`src/source/rv_pkg.sv`:
```
`default_nettype none

package rv_pkg;

  // Data widths
  typedef logic [63:0] xlen_t;     // Register or data word
  typedef logic [31:0] instr_t;    // Instruction word
  typedef logic [4:0]  reg_idx_t;  // Register index
  typedef logic [63:0] addr_t;     // Instruction address

  // Kept major opcodes
  localparam logic [6:0] OPC_OP     = 7'b0110011;
  localparam logic [6:0] OPC_OP_IMM = 7'b0010011;
  localparam logic [6:0] OPC_LUI    = 7'b0110111;

  // funct3 codes shared by OP and OP-IMM
  localparam logic [2:0] F3_ADD_SUB = 3'b000;
  localparam logic [2:0] F3_SLL     = 3'b001;
  localparam logic [2:0] F3_SLT     = 3'b010;
  localparam logic [2:0] F3_XOR     = 3'b100;
  localparam logic [2:0] F3_SRL     = 3'b101;
  localparam logic [2:0] F3_OR      = 3'b110;
  localparam logic [2:0] F3_AND     = 3'b111;

  localparam addr_t INSTR_BYTES = 64'd4;  // PC step
  localparam int    NUM_REGS    = 32;

  typedef enum logic [3:0] {
    ALU_ADD, ALU_SUB, ALU_AND, ALU_OR, ALU_XOR,
    ALU_SLL, ALU_SRL, ALU_SLT, ALU_PASS_B
  } alu_op_e;

  typedef enum logic [1:0] {
    FETCH_REQ,   // Request on the port
    FETCH_WAIT,  // Waiting for the reply
    FETCH_HOLD   // Word held for decode
  } fetch_state_e;

  // Decode/execute register contents
  typedef struct packed {
    alu_op_e  alu_op;
    reg_idx_t rd;
    logic     wr_en;      // Writes a register other than x0
    xlen_t    operand_a;
    xlen_t    operand_b;
  } decoded_t;

  // Write-back and trace port
  typedef struct packed {
    reg_idx_t rd;
    xlen_t    data;
  } wb_t;

endpackage

`default_nettype wire
```
`src/source/core_top.sv`:
```
`timescale 1ns/10ps
`default_nettype none

module core_top import rv_pkg::*; (
  input  wire logic   clk,
  input  wire logic   reset,
  input  wire addr_t  entry,
  input  wire logic   instr_valid,
  input  wire instr_t instr_data,
  output logic        instr_req,
  output addr_t       instr_addr,
  output logic        wb_valid,     // Also the trace strobe
  output wb_t         wb
);

  logic     if_valid;
  instr_t   if_instr;
  logic     id_take;
  reg_idx_t rd_idx_a;
  reg_idx_t rd_idx_b;
  xlen_t    rd_data_a;
  xlen_t    rd_data_b;
  decoded_t ex_in;
  logic     ex_in_valid;

  instr_fetch i_instr_fetch (
    .clk, .reset, .entry, .instr_valid, .instr_data, .id_take,
    .instr_req, .instr_addr, .if_valid, .if_instr
  );

  instr_decode i_instr_decode (
    .clk, .reset, .if_valid, .if_instr, .rd_data_a, .rd_data_b,
    .wb_valid, .wb, .id_take, .rd_idx_a, .rd_idx_b, .ex_in, .ex_in_valid
  );

  reg_file i_reg_file (
    .clk, .reset, .rd_idx_a, .rd_idx_b, .wb_valid, .wb,
    .rd_data_a, .rd_data_b
  );

  alu_execute i_alu_execute (
    .clk, .reset, .ex_in, .ex_in_valid, .wb_valid, .wb
  );

endmodule

`default_nettype wire

```
`src/source/alu_execute.sv`:
```
`timescale 1ns/10ps
`default_nettype none

module alu_execute import rv_pkg::*; (
  input  wire logic     clk,
  input  wire logic     reset,
  input  wire decoded_t ex_in,
  input  wire logic     ex_in_valid,
  output logic          wb_valid,
  output wb_t           wb
);

  xlen_t      op_a;
  xlen_t      op_b;
  logic [5:0] shamt;   // RV64 shift amount
  xlen_t      result;

  assign op_a  = ex_in.operand_a;
  assign op_b  = ex_in.operand_b;
  assign shamt = op_b[5:0];

  always_comb begin
    case (ex_in.alu_op)
      ALU_ADD: result = op_a + op_b;
      ALU_SUB: result = op_a - op_b;
      ALU_AND: result = op_a & op_b;
      ALU_OR:  result = op_a | op_b;
      ALU_XOR: result = op_a ^ op_b;
      ALU_SLL: result = op_a << shamt;
      ALU_SRL: result = op_a >> shamt;  // Logical, zero fill
      ALU_SLT: result = {63'd0, $signed(op_a) < $signed(op_b)};
      default: result = op_b;           // Pass B for LUI
    endcase
  end

  // Only real register writes raise the strobe
  always_ff @(posedge clk) begin
    if (reset) begin
      wb_valid <= 1'b0;
    end else begin
      wb_valid <= ex_in_valid && ex_in.wr_en;
    end
  end

  always_ff @(posedge clk) begin
    if (ex_in_valid) begin
      wb.rd   <= ex_in.rd;
      wb.data <= result;
    end
  end

endmodule

`default_nettype wire

```
`src/source/reg_file.sv`:
```
`timescale 1ns/10ps
`default_nettype none

module reg_file import rv_pkg::*; (
  input  wire logic     clk,
  input  wire logic     reset,
  input  wire reg_idx_t rd_idx_a,
  input  wire reg_idx_t rd_idx_b,
  input  wire logic     wb_valid,
  input  wire wb_t      wb,
  output xlen_t         rd_data_a,
  output xlen_t         rd_data_b
);

  xlen_t regs [NUM_REGS];

  // Combinational read ports, x0 is never written so it stays zero
  assign rd_data_a = regs[rd_idx_a];
  assign rd_data_b = regs[rd_idx_b];

  always_ff @(posedge clk) begin
    if (reset) begin
      for (int i = 0; i < NUM_REGS; i++) begin
        regs[i] <= '0;
      end
    end else if (wb_valid && wb.rd != '0) begin
      regs[wb.rd] <= wb.data;  // Write at end of the wb_valid cycle
    end
  end

  // Execute filters x0 writes before they reach the port
  a_no_x0_write: assert property (
    @(posedge clk) disable iff (reset) wb_valid |-> wb.rd != '0
  );

endmodule

`default_nettype wire

```
`src/source/instr_decode.sv`:
```
`timescale 1ns/10ps
`default_nettype none

module instr_decode import rv_pkg::*; (
  input  wire logic     clk,
  input  wire logic     reset,
  input  wire logic     if_valid,
  input  wire instr_t   if_instr,
  input  wire xlen_t    rd_data_a,
  input  wire xlen_t    rd_data_b,
  input  wire logic     wb_valid,
  input  wire wb_t      wb,
  output logic          id_take,
  output reg_idx_t      rd_idx_a,
  output reg_idx_t      rd_idx_b,
  output decoded_t      ex_in,
  output logic          ex_in_valid
);

  logic [6:0] opcode;
  logic [2:0] funct3;
  logic       alt;      // funct7 bit 5, selects SUB
  reg_idx_t   rs1;
  reg_idx_t   rs2;
  reg_idx_t   rd;
  xlen_t      imm_i;
  xlen_t      imm_u;
  logic       use_rs1;
  logic       use_rs2;
  logic       known;    // Supported instruction
  alu_op_e    alu_op;
  logic       busy_a;
  logic       busy_b;
  decoded_t   dec;

  assign opcode = if_instr[6:0];
  assign rd     = if_instr[11:7];
  assign funct3 = if_instr[14:12];
  assign rs1    = if_instr[19:15];
  assign rs2    = if_instr[24:20];
  assign alt    = if_instr[30];

  assign rd_idx_a = rs1;
  assign rd_idx_b = rs2;

  assign imm_i = {{52{if_instr[31]}}, if_instr[31:20]};
  assign imm_u = {{32{if_instr[31]}}, if_instr[31:12], 12'h000};

  always_comb begin
    alu_op  = ALU_ADD;
    known   = 1'b0;
    use_rs1 = 1'b0;
    use_rs2 = 1'b0;
    case (opcode)
      OPC_OP: begin
        use_rs1 = 1'b1;
        use_rs2 = 1'b1;
        known   = !alt || funct3 == F3_ADD_SUB;  // SRA not kept
        case (funct3)
          F3_ADD_SUB: alu_op = alt ? ALU_SUB : ALU_ADD;
          F3_SLL:     alu_op = ALU_SLL;
          F3_SLT:     alu_op = ALU_SLT;
          F3_XOR:     alu_op = ALU_XOR;
          F3_SRL:     alu_op = ALU_SRL;
          F3_OR:      alu_op = ALU_OR;
          F3_AND:     alu_op = ALU_AND;
          default:    known  = 1'b0;  // SLTU
        endcase
      end
      OPC_OP_IMM: begin
        use_rs1 = 1'b1;
        known   = 1'b1;
        case (funct3)
          F3_ADD_SUB: alu_op = ALU_ADD;
          F3_SLT:     alu_op = ALU_SLT;
          F3_XOR:     alu_op = ALU_XOR;
          F3_OR:      alu_op = ALU_OR;
          F3_AND:     alu_op = ALU_AND;
          default:    known  = 1'b0;  // Immediate shifts, SLTIU
        endcase
      end
      OPC_LUI: begin
        alu_op = ALU_PASS_B;  // Result is the U-immediate
        known  = 1'b1;
      end
      default: ;  // Passes down with no write
    endcase
  end

  // Source still waiting on an older write, in decode/execute or on wb
  assign busy_a = use_rs1 && rs1 != '0 &&
                  ((ex_in_valid && ex_in.wr_en && ex_in.rd == rs1) ||
                   (wb_valid && wb.rd == rs1));
  assign busy_b = use_rs2 && rs2 != '0 &&
                  ((ex_in_valid && ex_in.wr_en && ex_in.rd == rs2) ||
                   (wb_valid && wb.rd == rs2));

  assign id_take = if_valid && !busy_a && !busy_b;

  always_comb begin
    dec.alu_op    = alu_op;
    dec.rd        = rd;
    dec.wr_en     = known && rd != '0;
    dec.operand_a = rd_data_a;
    if (opcode == OPC_OP) dec.operand_b = rd_data_b;
    else if (opcode == OPC_LUI) dec.operand_b = imm_u;
    else dec.operand_b = imm_i;
  end

  always_ff @(posedge clk) begin
    if (reset) begin
      ex_in_valid <= 1'b0;
    end else begin
      ex_in_valid <= id_take;
    end
  end

  always_ff @(posedge clk) begin
    if (id_take) begin
      ex_in <= dec;
    end
  end

  // A refetch with at least one cycle of memory latency separates two takes
  a_take_spacing: assert property (
    @(posedge clk) disable iff (reset) ex_in_valid |=> !ex_in_valid
  );

endmodule

`default_nettype wire

```
`src/source/instr_fetch.sv`:
```
`timescale 1ns/10ps
`default_nettype none

module instr_fetch import rv_pkg::*; (
  input  wire logic   clk,
  input  wire logic   reset,
  input  wire addr_t  entry,        // Program entry point
  input  wire logic   instr_valid,  // Reply strobe from memory
  input  wire instr_t instr_data,
  input  wire logic   id_take,      // Decode consumes the slot
  output logic        instr_req,
  output addr_t       instr_addr,
  output logic        if_valid,
  output instr_t      if_instr
);

  fetch_state_e state;
  addr_t        pc;

  assign instr_req  = (state == FETCH_REQ);  // One cycle per request
  assign instr_addr = pc;

  always_ff @(posedge clk) begin
    if (reset) begin
      state    <= FETCH_HOLD;  // Empty slot, first request follows
      pc       <= entry;
      if_valid <= 1'b0;
    end else begin
      case (state)
        FETCH_REQ: state <= FETCH_WAIT;
        FETCH_WAIT: begin
          if (instr_valid) begin
            if_valid <= 1'b1;        // Word now in the slot
            state    <= FETCH_HOLD;
          end
        end
        FETCH_HOLD: begin
          if (id_take) begin
            if_valid <= 1'b0;
            pc       <= pc + INSTR_BYTES;  // Next sequential word
            state    <= FETCH_REQ;
          end else if (!if_valid) begin
            state <= FETCH_REQ;            // Nothing held, go fetch
          end
        end
        default: state <= FETCH_HOLD;
      endcase
    end
  end

  // Capture the returned word
  always_ff @(posedge clk) begin
    if (state == FETCH_WAIT && instr_valid) begin
      if_instr <= instr_data;
    end
  end

  // Memory only replies to the single outstanding request
  a_reply_in_wait: assert property (
    @(posedge clk) disable iff (reset) instr_valid |-> state == FETCH_WAIT
  );

endmodule

`default_nettype wire

```
`config.mk`:
```
export PLATFORM = sky130hd
export DESIGN_NAME = core_top
export DESIGN_NICKNAME = d
export VERILOG_FILES = /design/src/source/rv_pkg.sv /design/src/source/core_top.sv /design/src/source/alu_execute.sv /design/src/source/reg_file.sv /design/src/source/instr_decode.sv /design/src/source/instr_fetch.sv
export SDC_FILE = /design/constraint.sdc
export NUM_CORES = 2
export LEC_CHECK = 0
export BUFFER_PORTS_ARGS = -buffer_cell sky130_fd_sc_hd__clkbuf_2
export CAP_MARGIN = 30
export CELL_PAD_IN_SITES_DETAIL_PLACEMENT = 1
export CELL_PAD_IN_SITES_GLOBAL_PLACEMENT = 1
export CORE_MARGIN = 2
export CORE_UTILIZATION = 45
export CTS_CLUSTER_SIZE = 24
export DETAILED_ROUTE_END_ITERATION = 8
export GPL_ROUTABILITY_DRIVEN = 0
export PLACE_DENSITY_LB_ADDON = 0.1
export SETUP_SLACK_MARGIN = 0.1
export SKIP_CTS_REPAIR_TIMING = 1
export SYNTH_ARGS = -nofsm -noshare
export SYNTH_HDL_FRONTEND = slang
export SYNTH_HIERARCHICAL = 1
export SYNTH_SLANG_ARGS = --single-unit
```
`constraint.sdc`:
```
create_clock -name clk -period 24.2 [get_ports clk]
set_clock_uncertainty 0.05 [all_clocks]
set_input_delay 4.84 -clock clk [delete_from_list [all_inputs] [get_ports clk]]
set_output_delay 4.84 -clock clk [all_outputs]
set_load 0.02 [all_outputs]
```
=== Word-level counts from Yosys, hierarchy flattened ===
Memories as Yosys holds them, arrays and structs flattened. A register that Yosys moved wholly into a read port is not among the register bits.
Cells that the tools add are included.

* Input port bits: 99
* Register bits after elaboration: 244
* Bits in writable memories: 2048
* Output and inout bits: 135
* Memories: 1

* Reduce and logical (&&, ||, !) cells: 37
* Mux-type cells: 31
* Bitwise gates (word level): 3
* Shifts and indexed selects: 2
* Order comparisons: 1
* $add $sub $neg: 3
* Equal/unequal tests: 25

{| class="wikitable"
|+ Memory list
! memory !! words !! width !! read ports !! clocked after memory_dff !! write ports !! line !! source
|-
| i_reg_file.regs || 32 || 64 || 2 || 2 || 32 || reg_file.sv:15 || <nowiki>xlen_t regs [NUM_REGS];</nowiki>
|}

{| class="wikitable"
|+ Operator list
! cell !! number
|-
| 64-bit case mux with 8 select lines || 1
|-
| 64-bit 2-to-1 mux || 5
|-
| 64-bit by 3-bit adder with 64-bit output, second input constant || 1
|-
| 64-bit adder || 1
|-
| 64-bit AND || 1
|-
| 64-bit < comparator || 1
|-
| 64-bit OR || 1
|-
| 64-bit OR reduction || 1
|-
| 64-bit by 6-bit left shift with 64-bit output || 1
|-
| 64-bit by 6-bit right shift with 64-bit output || 1
|-
| 64-bit subtractor || 1
|-
| 64-bit bitwise XOR || 1
|-
| 31-bit 2-to-1 mux || 1
|-
| 4-bit case mux with 7 select lines || 1
|-
| 5-bit == test || 4
|-
| 5-bit nonzero test || 4
|-
| 4-bit by 3-bit == test with 1-bit output, second input constant || 4
|-
| 7-bit by 6-bit == test with 1-bit output, second input constant || 2
|-
| 1-bit logical AND || 14
|-
| 1-bit 2-to-1 mux || 13
|-
| 3-bit == test, second input constant || 4
|-
| 3-bit case mux with 4 select lines || 1
|-
| 4-bit case mux with 3 select lines || 1
|-
| 5-bit 2-to-1 mux || 2
|-
| other kinds (25) || 35
|}

=== Depth between registers and ports, before layout ===
* Depth in word-level cells: 11
* Mapped depth: 18

=== By module ===
The synthesis kept the hierarchy.

{| class="wikitable"
|+ By module, submodules not included
! module !! area each (sq um) !! times used !! cells each
|-
| reg_file || 106907.5 || 1 || 7001
|-
| alu_execute || 21718.3 || 1 || 2907
|-
| instr_decode || 5577.8 || 1 || 341
|-
| instr_fetch || 5092.4 || 1 || 467
|}

=== Worst setup path after synthesis ===
No wires, ideal clock.

* Path type: flip-flop to flip-flop
* From: reg i_instr_decode.ex_in_valid
* To: reg i_instr_fetch.pc[10] (netlist: i_instr_fetch/instr_addr[10]), enable pin
* Buffers on the path: 0
* Slack: 6.546 ns
* Required time: 23.583 ns
* Period minus slack after synthesis: 17.654 ns
* Data arrival time: 17.037 ns
* Stages on the path, launching flop included: 6
* Path through: dfxtp_1 nand3_1 o22ai_1 a221oi_1 nand2_1 o21ai_0

* Cells in the longest elaborated chain, start to end: 9
* Elaborated cells between the ends (all ways): 13
* Classes of those cells: reduce/logical (13)

{| class="wikitable"
|+ Ends and longest elaborated chain
! what !! line !! source
|-
| start: declaration || instr_decode.sv:17 || <nowiki>output logic ex_in_valid</nowiki>
|-
| start signal: assignment || instr_decode.sv:114 || <nowiki>ex_in_valid <= id_take;</nowiki>
|-
| 1-bit logical AND * || instr_decode.sv:92, instr_decode.sv:95 ||
|-
| 1-bit logical AND || instr_decode.sv:92 || <nowiki>((ex_in_valid && ex_in.wr_en && ex_in.rd == rs1) ||</nowiki>
|-
| 1-bit logical OR || instr_decode.sv:92 ||
|-
| 1-bit logical AND || instr_decode.sv:91 || <nowiki>assign busy_a = use_rs1 && rs1 != '0 &&</nowiki>
|-
| 1-bit zero test || instr_decode.sv:98 || <nowiki>assign id_take = if_valid && !busy_a && !busy_b;</nowiki>
|-
| 1-bit logical AND || instr_decode.sv:98 ||
|-
| 1-bit logical AND * || instr_decode.sv:98 ||
|-
| net id_take || core_top.sv:18 || <nowiki>logic id_take;</nowiki>
|-
| 2-bit nonzero test (no line) * || n/a ||
|-
| 2-bit AND reduction (no line) * || n/a ||
|-
| end signal: assignment || instr_fetch.sv:26 || <nowiki>pc <= entry;</nowiki>
|-
| end signal: assignment || instr_fetch.sv:40 || <nowiki>pc <= pc + INSTR_BYTES;</nowiki>
|-
| end: declaration || instr_fetch.sv:18 || <nowiki>addr_t pc;</nowiki>
|}

The timed path passes the listed nets; every way through them passes the cells marked *.
A chain may end at the register's enable or synchronous reset.

==> reports/results.txt <==
post-route DRC violation count: 0
sequential share of the synthesized area: 50.75%
YS warnings: 6
CTS root buf: clkbuf_16
worst r2r dst: i_alu_execute/wb[24]
Net count, final: 11030
RSZ-0062 raised after global routing: false
antenna violations before repair: 88
cell taking the most area after synthesis: edfxtp_1
clock share of power: 43.5%
largest net degree at the start of global routing: 140
Synth Instances: 10720
row cnt: 204
Arrival @ worst endpoint: 8980 ps
Final Instance Count excl. Fillers: 15090
min Tclk post-route: 8504 ps
Buf/Inv on CP: 4
Area Overhead vs Synth: 10.93%
worst hold start: i_instr_fetch/if_instr[8]
Post-DRT Antenna Nets: 0
via count: 105900
Avg Inst Size Synth: 13.00 µm²
ys flop type: edfxtp_1
share of the synthesized area in the top cell type: 50.68%
HP Class: reg -> reg
drt via density: 7.020
CTS tree: yes
routed len/inst: 41.65 µm
die area: 314000 µm²
total CTS buffers: 283
share of power burned in registers: 48.5%
Slew Limit Fails: 0
H-Tree Depth: 5
crit path max-delay cell type: buf_4
FFs w/ async S/R, synth: 0%
Die Y: 560.4 µm
first-pass GRT wire length: 860900 µm
flops & latches, synth: 2356
final design utilization: 50.11%
GRT Util Overall: 39.21%
global route overflow: 0
Worst-Skew Late Latency: 960 ps
Clock Tree Buf Depth: 4
CTS Sinks: 2356
Synth cell types: 120
Initial DRC Count: 15890
worst hold slack: 403.6 ps
Power Density: 63.23 nW/µm²
Inst Count DP: 14540
critical path endpoint category: register
reg-to-reg slack, setup: 18050 ps
Reg2Reg Depth: 11
Final period util: 35.14%
dpl hpwl: 419300 µm
actual slew at the worst max-slew pin: 1296 ps
Clk pin slew, worst setup/hold paths: 60 ps
final hold vios: 0
Startpoint Class: input pin
Post-synth EDFFs: 2351
initial core utilization: 45.18%
number of global-route vias before repair: 105500
CP Capture Point: i_reg_file/regs[15][54]
io pins: 234
Pint: 7.317 mW
routed wire length: 628500 µm
Worst Path Max Fanout: 59
reg-to-reg startpoint: i_instr_decode/ex_in[0]
Critical Path Max Stage Delay: 760 ps
Post-Synthesis Cell Area: 139300 µm²
relative slew slack: 13.63%
CP startpoint: reset
Critical Path RT: 24680 ps
highest clock rate: 117.6 MHz
switch share: 25.11%
Die W: 560.4 µm
delay-heaviest family, CP: buffers and inverters
VDD IR-drop max: 0.00005390 V
Core ar.: 308300 µm²
Crit path top cell by count: buf_4
P_leak: 55.89 nW
critical path class: in -> reg
critical-path cell list: buf_8 > nor2b_1 > nand3_1 > buf_16 > nor2_4 > buf_4 > or2_4 > buf_4
status: completed
setup TNS: 0 ps
Fill cells: 30870
path length in cells of the critical path: 8
drt pass-1 iters: 6
final setup fails: 0
port bufs: 233
maxcap violations: 0
share of layout cells above drive strength 1: 21.97%
sw power: 2.453 mW
Logic pwr share: 8.0%
synth top area cells: edfxtp_1 (51%), mux4_2 (16%), and2_1 (9.0%), mux2i_1 (2.9%), ha_1 (1.8%)
[through the flow]
step / cell area (µm²) / power, mW / setup WS (ps)
finish: 154500 / 9.770 / 15700
global route: 154400 / 9.961 / 15800
CTS: 154200 / 9.767 / 15900
detailed placement: 145300 / 5.563 / 14980
global placement: 144600 / 5.533 / 14290
floorplan: 139500 / 5.209 / 6546
[worst reg2reg max path, cell delays in order, from the launching register on]
cell and delay [ps]:
edfxtp_1 320, buf_4 540, buf_4 670, buf_4 820
mux2i_1 490, mux2_2 450, a21o_1 620, nor2_1 230
a2111oi_0 960, o21ai_0 210, a21oi_1 430, a22oi_1 130
[how the worst min path moves through the flow]
stage,to,cells after the start,slack (ps)
floorplan,i_instr_decode/ex_in[133],0,370
global route,i_instr_decode/ex_in[130],0,420
CTS,i_instr_decode/ex_in[130],0,410
global placement,i_instr_decode/ex_in[129],0,400
finish,i_instr_decode/ex_in[130],0,400
detailed placement,i_instr_decode/ex_in[133],0,390
[per-layer routing]
| layer | share of wire, % | global-route usage, % | vias to the layer above |
|---|---|---|---|
| li1 | - | - | 41070 |
| met1 | 36 | 49.20 | 55540 |
| met2 | 45 | 59.88 | 7465 |
| met3 | 12 | 10.97 | 1811 |
| met4 | 7.5 | 24.94 | 42 |
| met5 | 0.050 | 0 | - |
[synthesized netlist by cell type, types with 205 or more instances]
master	n
a21oi_1	377
clkbuf_1	600
mux2i_1	409
o22ai_1	363
edfxtp_1	2351
a22oi_1	219
ha_1	205
mux4_2	1003
o21ai_0	260
inv_1	233
nor2_1	506
nand2_1	290
and2_1	2006
[cell type report]
| cell class | instances | area (µm²) | share of cell area (%) |
|---|---|---|---|
| Antenna cell | 39 | 97.59 | 0.06316 |
| Clock buffer | 360 | 7508 | 4.859 |
| Clock inverter | 137 | 1419 | 0.9182 |
| Inverter | 239 | 902.1 | 0.5838 |
| Multi-Input combinational cell | 7141 | 63640 | 41.18 |
| Sequential cell | 2356 | 70700 | 45.76 |
| Tap cell | 4120 | 5155 | 3.336 |
| Timing Repair Buffer | 698 | 5097 | 3.299 |
[state kept, by name (all words and copies together), names as in the netlist]
signal                      flops
i_instr_fetch/instr_addr       64
i_instr_fetch/if_valid          1
i_instr_fetch/if_instr         32
i_reg_file/regs              2048
i_instr_decode/ex_in          138
i_instr_fetch/state             2
i_alu_execute/wb               69
i_alu_execute/wb_valid          1
i_instr_decode/ex_in_valid      1
[cells in the final DEF (no fill, tap or decap), drive strengths merged, types with 45 or more instances in the layout]
master	n
o211ai	50
edfxtp	2351
nand3	129
or2	45
conb	64
buf	464
nand2	290
a211oi	91
nor3	87
inv	249
a21oi	380
a31oi	46
o22ai	363
o21ai	268
clkinv	104
mux2	61
xnor2	77
nor2b	78
mux4	1003
nor4	137
mux2i	409
nor2	507
nand4	85
ha	205
a22oi	219
clkbuf	594
and2	2006
[logic make-up after synthesis]
family                   Yosys count  share of synthesized area (%)
flip-flops                      2356                          50.75
AND/OR/NAND/NOR                 3521                          14.43
adder cells (fa/ha/maj)          207                          1.870
multiplexers                    1473                          19.65
AO/OA/AOI/OAI                   1772                          8.383
buffers and inverters           1282                          4.262
other                              1                       0.002692
XOR/XNOR                         104                         0.6539
[power by group through the flow]
stage	clock network, mW	registers, mW	logic, mW
finish	4.25	4.73	0.784
detailed placement	0	4.81	0.750
global route	4.42	4.74	0.800
floorplan	0	4.78	0.425
global placement	0	4.80	0.733
CTS	4.28	4.73	0.753
Note: power is estimated with default switching activity, not from simulation.
